===== config.mk =====
export PLATFORM = sky130hd
export DESIGN_NAME = system_stream_parser
export DESIGN_NICKNAME = d
export VERILOG_FILES = /design/src/logic/mpeg_stream_pkg.sv /design/src/logic/start_code_detector.sv /design/src/logic/time_stamp_parser.sv /design/src/logic/packet_reader.sv /design/src/logic/system_stream_parser.sv
export SDC_FILE = /design/constraint.sdc
export NUM_CORES = 1
export LEC_CHECK = 0
export BUFFER_PORTS_ARGS = -buffer_cell sky130_fd_sc_hd__buf_2
export CAP_MARGIN = 5
export CELL_PAD_IN_SITES_DETAIL_PLACEMENT = 0
export CELL_PAD_IN_SITES_GLOBAL_PLACEMENT = 2
export CORE_ASPECT_RATIO = 1.25
export CORE_MARGIN = 4
export CORE_UTILIZATION = 37
export DETAILED_ROUTE_END_ITERATION = 16
export PLACE_DENSITY = 0.78
export SYNTH_ARGS = -nofsm -noshare
export SYNTH_HDL_FRONTEND = slang
export SYNTH_HIERARCHICAL = 1
export SYNTH_SLANG_ARGS = --single-unit

===== constraint.sdc =====
create_clock -name read_signal -period 2.75 [get_ports read_signal]
set_clock_uncertainty 0.15 [all_clocks]
set_input_delay 0.55 -clock read_signal [delete_from_list [all_inputs] [get_ports read_signal]]
set_output_delay 0.55 -clock read_signal [all_outputs]
set_load 0.01 [all_outputs]

===== src/logic/mpeg_stream_pkg.sv =====
`default_nettype none

package mpeg_stream_pkg;

   // code bytes that follow the 00 00 01 prefix
   localparam logic [7:0] PACK_START_CODE  = 8'hBA;
   localparam logic [7:0] END_CODE         = 8'hB9;
   localparam logic [7:0] PRIVATE_STREAM_2 = 8'hBF;

   localparam logic [7:0] STUFFING_BYTE    = 8'hFF;

   // time-stamp codes, low nibble of the lead byte
   localparam logic [3:0] TS_NONE          = 4'b1111;  // whole lead byte is 0x0F
   localparam logic [3:0] TS_PTS_ONLY      = 4'b0010;
   localparam logic [3:0] TS_PTS_DTS       = 4'b0011;

   localparam int TIME_STAMP_WIDTH = 33;

   // one header byte, read either as the first STD byte or as a time-stamp lead
   typedef union packed
   {
      struct packed
      {
         logic [4:0] size_hi;
         logic       scale;
         logic [1:0] marker;   // 01 when an STD pair follows
      } std_view;

      struct packed
      {
         logic       zero;
         logic [2:0] ts_high;  // time stamp bits 32..30
         logic [3:0] code;
      } ts_view;
   } header_byte_u;

endpackage

`default_nettype wire


===== src/logic/start_code_detector.sv =====
`timescale 1ns/100ps
`default_nettype none

module start_code_detector
(
   input  wire        read_signal,
   input  wire        reset,
   input  wire        prefix_armed,
   input  wire  [7:0] input_stream,
   output logic       prefix_found
);

   logic [1:0] zero_count;  // saturates at 2

   always_ff @(posedge read_signal)
   begin
      if (reset)
      begin
         zero_count   <= 2'd0;
         prefix_found <= 1'b0;
      end
      else
      begin
         prefix_found <= 1'b0;
         if (!prefix_armed)
         begin
            zero_count <= 2'd0;
         end
         else if (input_stream == 8'h00)
         begin
            // extra zeros before the 01 keep the prefix alive
            if (zero_count != 2'd2)
               zero_count <= zero_count + 2'd1;
         end
         else
         begin
            if (input_stream == 8'h01 && zero_count == 2'd2)
               prefix_found <= 1'b1;
            zero_count <= 2'd0;
         end
      end
   end

   // the count restarts after every 01, so two prefixes need at least three bytes
   assert property (@(posedge read_signal) disable iff (reset)
      prefix_found |=> !prefix_found);

endmodule

`default_nettype wire


===== src/logic/time_stamp_parser.sv =====
`timescale 1ns/100ps
`default_nettype none

module time_stamp_parser
   import mpeg_stream_pkg::*;
(
   input  wire                         read_signal,
   input  wire                         reset,
   input  wire                         ts_begin,
   input  wire  [7:0]                  input_stream,
   output logic                        ts_done,
   output logic [TIME_STAMP_WIDTH-1:0] pts,
   output logic [TIME_STAMP_WIDTH-1:0] dts,
   output logic                        pts_valid,
   output logic                        dts_valid
);

   logic         busy;
   logic         with_dts;
   logic [3:0]   byte_idx;   // bytes after the lead, 1..9
   logic [3:0]   dts_pos;
   logic         lead_none;
   logic         lead_pts;
   logic         last_byte;
   header_byte_u cur_byte;

   assign cur_byte  = input_stream;
   assign dts_pos   = byte_idx - 4'd5;
   assign lead_none = ts_begin && !busy && input_stream == {4'h0, TS_NONE};
   assign lead_pts  = ts_begin && !busy && !cur_byte.ts_view.zero &&
                      (cur_byte.ts_view.code == TS_PTS_ONLY ||
                       cur_byte.ts_view.code == TS_PTS_DTS);
   assign last_byte = busy && ((byte_idx == 4'd4 && !with_dts) || byte_idx == 4'd9);

   // drops one byte of a 5-byte field into its place in the 33-bit value
   function automatic logic [TIME_STAMP_WIDTH-1:0] merge_ts(
      input logic [TIME_STAMP_WIDTH-1:0] ts,
      input logic [2:0]                  pos,
      input header_byte_u                b
   );
      logic [TIME_STAMP_WIDTH-1:0] r;
      r = ts;
      case (pos)
         3'd0: r[32:30] = b.ts_view.ts_high;
         3'd1: r[29:22] = b;
         3'd2: r[21:15] = b[6:0];   // top bit is a marker
         3'd3: r[14:7]  = b;
         default: r[6:0] = b[6:0];
      endcase
      return r;
   endfunction

   always_ff @(posedge read_signal)
   begin
      if (reset)
      begin
         busy      <= 1'b0;
         with_dts  <= 1'b0;
         byte_idx  <= 4'd0;
         ts_done   <= 1'b0;
         pts_valid <= 1'b0;
         dts_valid <= 1'b0;
      end
      else
      begin
         ts_done   <= 1'b0;
         pts_valid <= 1'b0;
         dts_valid <= 1'b0;
         if (lead_none)
         begin
            ts_done <= 1'b1;   // one-byte field, nothing to collect
         end
         else if (lead_pts)
         begin
            busy     <= 1'b1;
            with_dts <= (cur_byte.ts_view.code == TS_PTS_DTS);
            byte_idx <= 4'd1;
         end
         else if (busy)
         begin
            byte_idx <= byte_idx + 4'd1;
            if (last_byte)
            begin
               busy      <= 1'b0;
               ts_done   <= 1'b1;
               pts_valid <= 1'b1;
               dts_valid <= with_dts;
            end
         end
         // unknown codes leave the parser idle, no ts_done
      end
   end

   always_ff @(posedge read_signal)
   begin
      if (lead_pts)
         pts <= merge_ts(pts, 3'd0, cur_byte);
      else if (busy && byte_idx < 4'd5)
         pts <= merge_ts(pts, byte_idx[2:0], cur_byte);
      else if (busy)
         dts <= merge_ts(dts, dts_pos[2:0], cur_byte);   // second 5-byte group
   end

   // a field ends 1, 5 or 10 bytes after its lead byte
   assert property (@(posedge read_signal) disable iff (reset)
      ts_done |-> ($past(ts_begin) || $past(ts_begin, 5) || $past(ts_begin, 10)));

endmodule

`default_nettype wire


===== src/logic/packet_reader.sv =====
`timescale 1ns/100ps
`default_nettype none

module packet_reader
   import mpeg_stream_pkg::*;
(
   input  wire        read_signal,
   input  wire        reset,
   input  wire        start,
   input  wire  [7:0] input_stream,
   input  wire        prefix_found,
   input  wire        ts_done,
   output logic       prefix_armed,
   output logic       ts_begin,
   output logic       done,
   output logic       stream_done,
   output logic [7:0] stream_id,
   output logic [7:0] buffer_out,
   output logic       byte_valid
);

   localparam logic [3:0] ST_IDLE    = 4'd0;
   localparam logic [3:0] ST_SEEK    = 4'd1;
   localparam logic [3:0] ST_CODE    = 4'd2;
   localparam logic [3:0] ST_LEN_HI  = 4'd3;
   localparam logic [3:0] ST_LEN_LO  = 4'd4;
   localparam logic [3:0] ST_HEADER  = 4'd5;
   localparam logic [3:0] ST_STD_LO  = 4'd6;
   localparam logic [3:0] ST_TS_LEAD = 4'd7;
   localparam logic [3:0] ST_TS_WAIT = 4'd8;
   localparam logic [3:0] ST_PAYLOAD = 4'd9;
   localparam logic [3:0] ST_ENDED   = 4'd10;

   logic [3:0]   state;
   logic [3:0]   cur_state;
   logic [15:0]  remaining;   // packet bytes still to come
   logic         last_byte;
   logic         stuffing;
   logic         std_lead;
   logic         take_payload;
   logic         is_packet;
   header_byte_u hdr;

   assign hdr = input_stream;

   // the code byte arrives in the cycle prefix_found is high, still in seek
   assign cur_state = (state == ST_SEEK && prefix_found) ? ST_CODE : state;

   assign last_byte    = (remaining <= 16'd1);
   assign stuffing     = (input_stream == STUFFING_BYTE);
   assign std_lead     = (hdr.std_view.marker == 2'b01);
   assign is_packet    = (input_stream != PACK_START_CODE) && (input_stream != END_CODE);
   assign take_payload = (cur_state == ST_PAYLOAD) || (cur_state == ST_TS_WAIT && ts_done);

   assign prefix_armed = (state == ST_SEEK) && start;
   assign ts_begin     = (cur_state == ST_TS_LEAD) ||
                         (cur_state == ST_HEADER && !stuffing && !std_lead);

   always_ff @(posedge read_signal)
   begin
      if (reset)
      begin
         state       <= ST_IDLE;
         done        <= 1'b0;
         stream_done <= 1'b0;
         byte_valid  <= 1'b0;
      end
      else
      begin
         done       <= 1'b0;
         byte_valid <= take_payload;
         case (cur_state)
            ST_IDLE:
               if (start)
                  state <= ST_SEEK;
            ST_SEEK:
               if (!start)
                  state <= ST_IDLE;
            ST_CODE:
               if (input_stream == PACK_START_CODE)
               begin
                  done <= 1'b1;   // pack body is skipped, keep seeking
               end
               else if (input_stream == END_CODE)
               begin
                  stream_done <= 1'b1;
                  state       <= ST_ENDED;
               end
               else
               begin
                  state <= ST_LEN_HI;
               end
            ST_LEN_HI:
               state <= ST_LEN_LO;
            ST_LEN_LO:
               if ({remaining[15:8], input_stream} == 16'd0)
                  state <= ST_SEEK;
               else if (stream_id == PRIVATE_STREAM_2)
                  state <= ST_PAYLOAD;   // no header fields
               else
                  state <= ST_HEADER;
            ST_HEADER:
               if (last_byte)
                  state <= ST_SEEK;
               else if (std_lead)
                  state <= ST_STD_LO;
               else if (!stuffing)
                  state <= ST_TS_WAIT;
            ST_STD_LO:
               state <= last_byte ? ST_SEEK : ST_TS_LEAD;
            ST_TS_LEAD:
               state <= last_byte ? ST_SEEK : ST_TS_WAIT;
            ST_TS_WAIT:
               if (last_byte)
                  state <= ST_SEEK;   // also the way out for a bad lead byte
               else if (ts_done)
                  state <= ST_PAYLOAD;
            ST_PAYLOAD:
               if (last_byte)
                  state <= ST_SEEK;
            ST_ENDED:
               if (!start)
               begin
                  stream_done <= 1'b0;
                  state       <= ST_IDLE;
               end
            default:
               state <= ST_IDLE;
         endcase
      end
   end

   always_ff @(posedge read_signal)
   begin
      case (cur_state)
         ST_CODE:
            if (is_packet)
               stream_id <= input_stream;
         ST_LEN_HI:
            remaining[15:8] <= input_stream;
         ST_LEN_LO:
            remaining[7:0] <= input_stream;
         ST_HEADER, ST_STD_LO, ST_TS_LEAD, ST_TS_WAIT, ST_PAYLOAD:
            remaining <= remaining - 16'd1;
         default:
            ;
      endcase
      if (take_payload)
         buffer_out <= input_stream;
   end

   // bytes sampled between packets never show up as payload
   assert property (@(posedge read_signal) disable iff (reset)
      (state == ST_SEEK || state == ST_ENDED) |=> !byte_valid);

endmodule

`default_nettype wire


===== src/logic/system_stream_parser.sv =====
`timescale 1ns/100ps
`default_nettype none

module system_stream_parser
   import mpeg_stream_pkg::*;
(
   input  wire                        read_signal,
   input  wire                        reset,
   input  wire                        start,
   input  wire  [7:0]                 input_stream,
   output wire                        done,
   output wire                        stream_done,
   output wire  [7:0]                 buffer_out,
   output wire                        byte_valid,
   output wire  [7:0]                 stream_id,
   output wire  [TIME_STAMP_WIDTH-1:0] pts,
   output wire  [TIME_STAMP_WIDTH-1:0] dts,
   output wire                        pts_valid,
   output wire                        dts_valid
);

   wire prefix_armed;
   wire prefix_found;
   wire ts_begin;
   wire ts_done;

   start_code_detector u_detector (
      .read_signal  (read_signal),
      .reset        (reset),
      .prefix_armed (prefix_armed),
      .input_stream (input_stream),
      .prefix_found (prefix_found)
   );

   time_stamp_parser u_ts_parser (
      .read_signal  (read_signal),
      .reset        (reset),
      .ts_begin     (ts_begin),
      .input_stream (input_stream),
      .ts_done      (ts_done),
      .pts          (pts),
      .dts          (dts),
      .pts_valid    (pts_valid),
      .dts_valid    (dts_valid)
   );

   packet_reader u_reader (
      .read_signal  (read_signal),
      .reset        (reset),
      .start        (start),
      .input_stream (input_stream),
      .prefix_found (prefix_found),
      .ts_done      (ts_done),
      .prefix_armed (prefix_armed),
      .ts_begin     (ts_begin),
      .done         (done),
      .stream_done  (stream_done),
      .stream_id    (stream_id),
      .buffer_out   (buffer_out),
      .byte_valid   (byte_valid)
   );

endmodule

`default_nettype wire


# [Word-level counts from Yosys, hierarchy flattened]
# Cells that the tools add are included.
[classes] mux=40 n_eq_ne=40 order_cmp=2 n_reduce_logical=58 n_bitwise=10 addsub=4
[op_table] operator="33-bit 2-to-1 mux" count=2
[op_table] operator="4-bit 2-to-1 mux" count=16
[op_table] operator="4-bit one-hot mux with 10 select lines" count=1
[op_table] operator="8-bit equality test (second input constant)" count=4
[op_table] operator="8-bit one-hot mux with 2 select lines" count=2
[op_table] operator="4-bit AND reduction" count=6
[op_table] operator="4-bit by 3-bit equality test with 1-bit output (second input constant)" count=5
[op_table] operator="4-bit by 2-bit equality test with 1-bit output (second input constant)" count=4
[op_table] operator="4-bit equality test (second input constant)" count=4
[op_table] operator="16-bit by 1-bit <= comparator with 1-bit output (second input constant)" count=1
[op_table] operator="16-bit zero test" count=1
[op_table] operator="8-bit 2-to-1 mux" count=2
[op_table] operator="8-bit inequality test (second input constant)" count=2
[op_table] operator="16-bit by 1-bit subtractor with 16-bit output (second input constant)" count=1
[op_table] operator="1-bit logical AND" count=14
[op_table] operator="7-bit 2-to-1 mux" count=2
[op_table] operator="3-bit by 2-bit equality test with 1-bit output (second input constant)" count=4
[op_table] operator="1-bit 2-to-1 mux" count=12
[op_table] operator="3-bit AND reduction" count=4
[op_table] operator="2-bit nonzero test" count=6
[op_table] operator="2-bit inequality test (second input constant)" count=5
[op_table] operator="1-bit NOT" count=10
[op_table] operator="5-bit OR reduction" count=2
[op_table] operator="4-bit by 1-bit equality test with 1-bit output (second input constant)" count=2
[op_table] operator="other kinds (24)" count=42
[totals] in_bits=11 register_bits=117 word_cells=180

# [Depth between registers and ports, before layout]
[logic_depth] ltp_word=12 depth_mapped=7 depth_no_buf=7

# [Cells and area by module]
# Netlist, hierarchy kept.
[by_module_without_submodules] mod="time_stamp_parser" cells_per_inst=136 seq_area_each_um2=2162.1 area_per_inst_um2=2595.0 instances=1
[by_module_without_submodules] mod="packet_reader" cells_per_inst=197 seq_area_each_um2=1101.1 area_per_inst_um2=2037.0 instances=1
[by_module_without_submodules] mod="start_code_detector" cells_per_inst=16 seq_area_each_um2=60.1 area_per_inst_um2=143.9 instances=1

# [Least setup slack after synthesis]
# Ideal clock, no wire load.
[synth_path] path_kind="register -> register" start="register u_reader.remaining[8]" end="register u_reader.state[3]" required_time_ps=2484 path_buffers=0 period_less_slack_ps=2440 slack_ps=310 stages_incl_launch_ff=7 t_arrival_ps=2174 path_cell_list="edfxtp_1 -> or3_4 -> or4_4 -> or2_4 -> a311oi_4 -> nor3b_1 -> a31o_2"
[synth_via] elab_chain_cells=3 word_cells_on_any_way=11 cone_classes="order compare (1); eq/ne (3); mux (5); reduce/logical (2)"
[synth_rtl] item="start: declaration" line_no="packet_reader.sv:36" rtl="logic [15:0] remaining;"
[synth_rtl] item="start signal: assignment" line_no="packet_reader.sv:140" rtl="remaining[15:8] <= input_stream;"
[synth_rtl] item="start signal: assignment" line_no="packet_reader.sv:144" rtl="remaining <= remaining - 16'd1;"
[synth_rtl] item="16-bit by 1-bit <= comparator with 1-bit output or 16-bit zero test (tied branches)" line_no="packet_reader.sv:49, packet_reader.sv:96"
[synth_rtl] item="4-bit by 3-bit inequality test with 1-bit output (no source line) (tied with other cells)"
[synth_rtl] item="6-bit AND reduction (no source line) or 4-bit one-hot mux with 10 select lines (tied branches)"
[synth_rtl] item="end signal: assignment" line_no="packet_reader.sv:110" rtl="state <= last_byte ? ST_SEEK : ST_TS_LEAD;"
[synth_rtl] item="end signal: assignment" line_no="packet_reader.sv:112" rtl="state <= last_byte ? ST_SEEK : ST_TS_WAIT;"
[synth_rtl] item="end: declaration" line_no="packet_reader.sv:34" rtl="logic [3:0] state;"
# Parallel ways exist; a longest one is shown, timed or not.
# A chain may end at the register's enable or synchronous reset.

# [Worst setup path after layout]
[layout_path] start="register u_reader.remaining[8]" end="register u_reader.state[2]"
[layout_via] elab_chain_cells=3 word_cells_on_any_way=11 cone_classes="order compare (1); eq/ne (3); mux (5); reduce/logical (2)"
[layout_rtl] item="16-bit by 1-bit <= comparator with 1-bit output or 16-bit zero test (tied branches)" line_no="packet_reader.sv:49, packet_reader.sv:96"
[layout_rtl] item="4-bit by 3-bit inequality test with 1-bit output (no source line) (tied with other cells)"
[layout_rtl] item="6-bit AND reduction (no source line) or 4-bit one-hot mux with 10 select lines (tied branches)"
# Parallel ways exist; a longest one is shown, timed or not.

==> metrics <==
Global Route Usage Sum 0.1686; TNS Setup 0 ns; Layout area overhead 30.18%; Fin. Hold Viols 0; Worst IR Drop VDD around 0.35 mV; mapped cell area between 0.004 and 0.005 mm^2; DR vias roughly 3300; Synth top area share 0.6162; Worst setup EP type register; Peak Freq 388.7 MHz; Root Buffer clkbuf_16; Top FF cell, synth edfxtp_1; Post-CTS Resized 0; CP Data Required Time 2.90 ns; Routability Congestion 0.8616; antenna violations before repair 0; Layout Cells excl Fill about 660; vias in the first global route roughly 3200; DP HPWL 8656 um; Synth top cells by count 98 x edfxtp_1, 33 x nor2_1, 23 x a21oi_1; Clk Latency, worst-skew pair 0.40 ns; routed length per instance 18.26 um; RSZ-0062 raised after global routing false; ratio of cells with drive above 1 in the final layout 0.3231; Yosys top cell by area edfxtp_1; Residual DRC 0; TritonCTS clock tree built; worst rel slew slack 0.3201; Synth Instances approximately 350; Cells after DPL 626; Final Power 4.435 mW; FP Rows 46; die width about 110 um; antenna-violating nets left 0; Pre-antenna DRT Iters 4; DRT iter0 DRCs 164; Starting Density 0.3772; Placed Area approximately 0.0056 mm^2; Setup WS post-layout around 0.18 ns; Die H roughly 140 um; total die area around 0.015 mm^2; sequential share of the synthesized area 0.6958; ys async rst share 0; total CTS buffers 17; Slew @ Worst Pin 1.012 ns; Setup Buffers After CTS 0; final WL about 12000 um; critical setup path kind reg -> reg; area of the core 0.01266 mm^2; GR Overflow Total 0; P_leak between 2 and 2.5 nW; Avg Cell Area, Syn 13.68 um^2; I/O pins 98; Antenna Cells 0; Crit path arrival time 2.72 ns; R2R depth 6; TritonCTS Sinks 117; H-tree levels 4; Port Buf Inserts slightly below 100; pwr/cell area between 700 and 800 mW/mm^2; post-route cell area a little over 0.006 mm^2; Via density ~5.0; #FFs+latches synth 117; Period Utilization, post-route 0.9356; top cells by area, synth edfxtp_1 62%, dfxtp_1 8.0%, ha_1 3.1%, nor2_1 2.6%, a21oi_1 2.4%; most frequent cell after synthesis edfxtp_1; worst hold path type in -> reg; fin util 0.4910; Post-synth EDFFs 98; Worst setup SP type register; status complete, no violations; first-pass GRT wire length roughly 18000 um; final hold slack 0.2830 ns; worst slack at placement about 0.21 ns; worst-path fanout max 6; crit path time final 2.573 ns; clock-pin transition on the worst setup and hold timing paths about 0.060 ns; largest net degree at the start of global routing 25; worst hold path depth 1; hold_buf cts 0; Max-cap violations 0; Yosys warning total 6; final net count 500; Final setup viols 0; clock buffer depth 2; Syn Nets 372; fin. max-slew vios 0; Distinct cells, synth 52
## area by class of cell
type | count | area (um^2)
timing repair buffer | 118 | 643.1
clock buffer | 17 | 425.4
clock inverter | 14 | 201.4
tap | 168 | 210.2
inverter | 12 | 45.04
sequential | 117 | 3323
multi-input combinational | 211 | 1369
fill | 1122 | 6445
## critical path, stage by stage, from the launching register on
cell and delay (ns):
edfxtp_1 0.43, or3_4 0.42, or4_4 0.51, or2_4 0.29, a311oi_4 0.34, o21ai_2 0.10, a31o_1 0.22
## state kept, by name, summed over array words and instances (netlist names)
register and cells:
u_reader/remaining 16, u_ts_parser/busy 1, u_reader/stream_id 8, u_detector/prefix_found 1, u_reader/byte_valid 1, u_ts_parser/byte_idx 4
u_ts_parser/dts_valid 1, u_reader/done 1, u_reader/stream_done 1, u_reader/buffer_out 8, u_reader/state 4, u_ts_parser/pts 33
u_ts_parser/ts_done 1, u_ts_parser/pts_valid 1, u_detector/zero_count 2, u_ts_parser/dts 33, u_ts_parser/with_dts 1
## placed cells by master (no fill, tap or decap), types with 3 or more instances in the layout
cell	count
and2_1	4
o21ai_0	8
a21boi_1	3
ha_1	12
inv_6	3
nand2_1	14
nor2_1	33
buf_4	21
edfxtp_1	98
o31ai_1	5
dfxtp_1	19
xor2_1	4
nor3_1	18
nor4_1	3
clkbuf_16	17
nand3_1	7
nor3b_1	5
nand3b_1	4
a31oi_1	3
bufinv_16	4
a21oi_1	23
inv_1	12
buf_2	97
nand4_1	3
xnor2_1	11
nand2b_1	11
clkinv_4	3
nor2b_1	3
## cells by family after synthesis
family | after synthesis | synth area share
and+or+nand+nor | 124 | 0.1441
DFF | 117 | 0.6958
AOI/OAI and AO/OA | 58 | 0.07939
buffers and inverters | 21 | 0.01755
xor gates and xnor gates | 15 | 0.02751
adders and majority gates | 12 | 0.03144
muxes | 2 | 0.004192
## power by group
group | switching [mW] | internal [mW]
sequential | 0.0133 | 1.92
combinational | 0.111 | 0.0696
clock | 0.794 | 1.52
## per-layer routing
| metal | wire length (um) | GRT usage |
|---|---|---|
| met1 | 5033 | 0.2095 |
| met2 | 6189 | 0.2841 |
| met3 | 609 | 0.03969 |
| met4 | 164 | 0.06168 |
| met5 | 0 | 0 |
## path summary, 6_finish.rpt
| path | start | to | slack, ns |
|---|---|---|---|
| worst min register to register | u_reader/stream_done | u_reader/stream_done | 0.33 |
| worst min-delay path | input_stream[6] | u_ts_parser/dts[32] | 0.28 |
| worst max-delay path | u_reader/remaining[8] | u_reader/state[2] | 0.18 |
| worst max register to register | u_reader/remaining[8] | u_reader/state[2] | 0.18 |
Note: power is estimated with default switching activity, not from simulation.
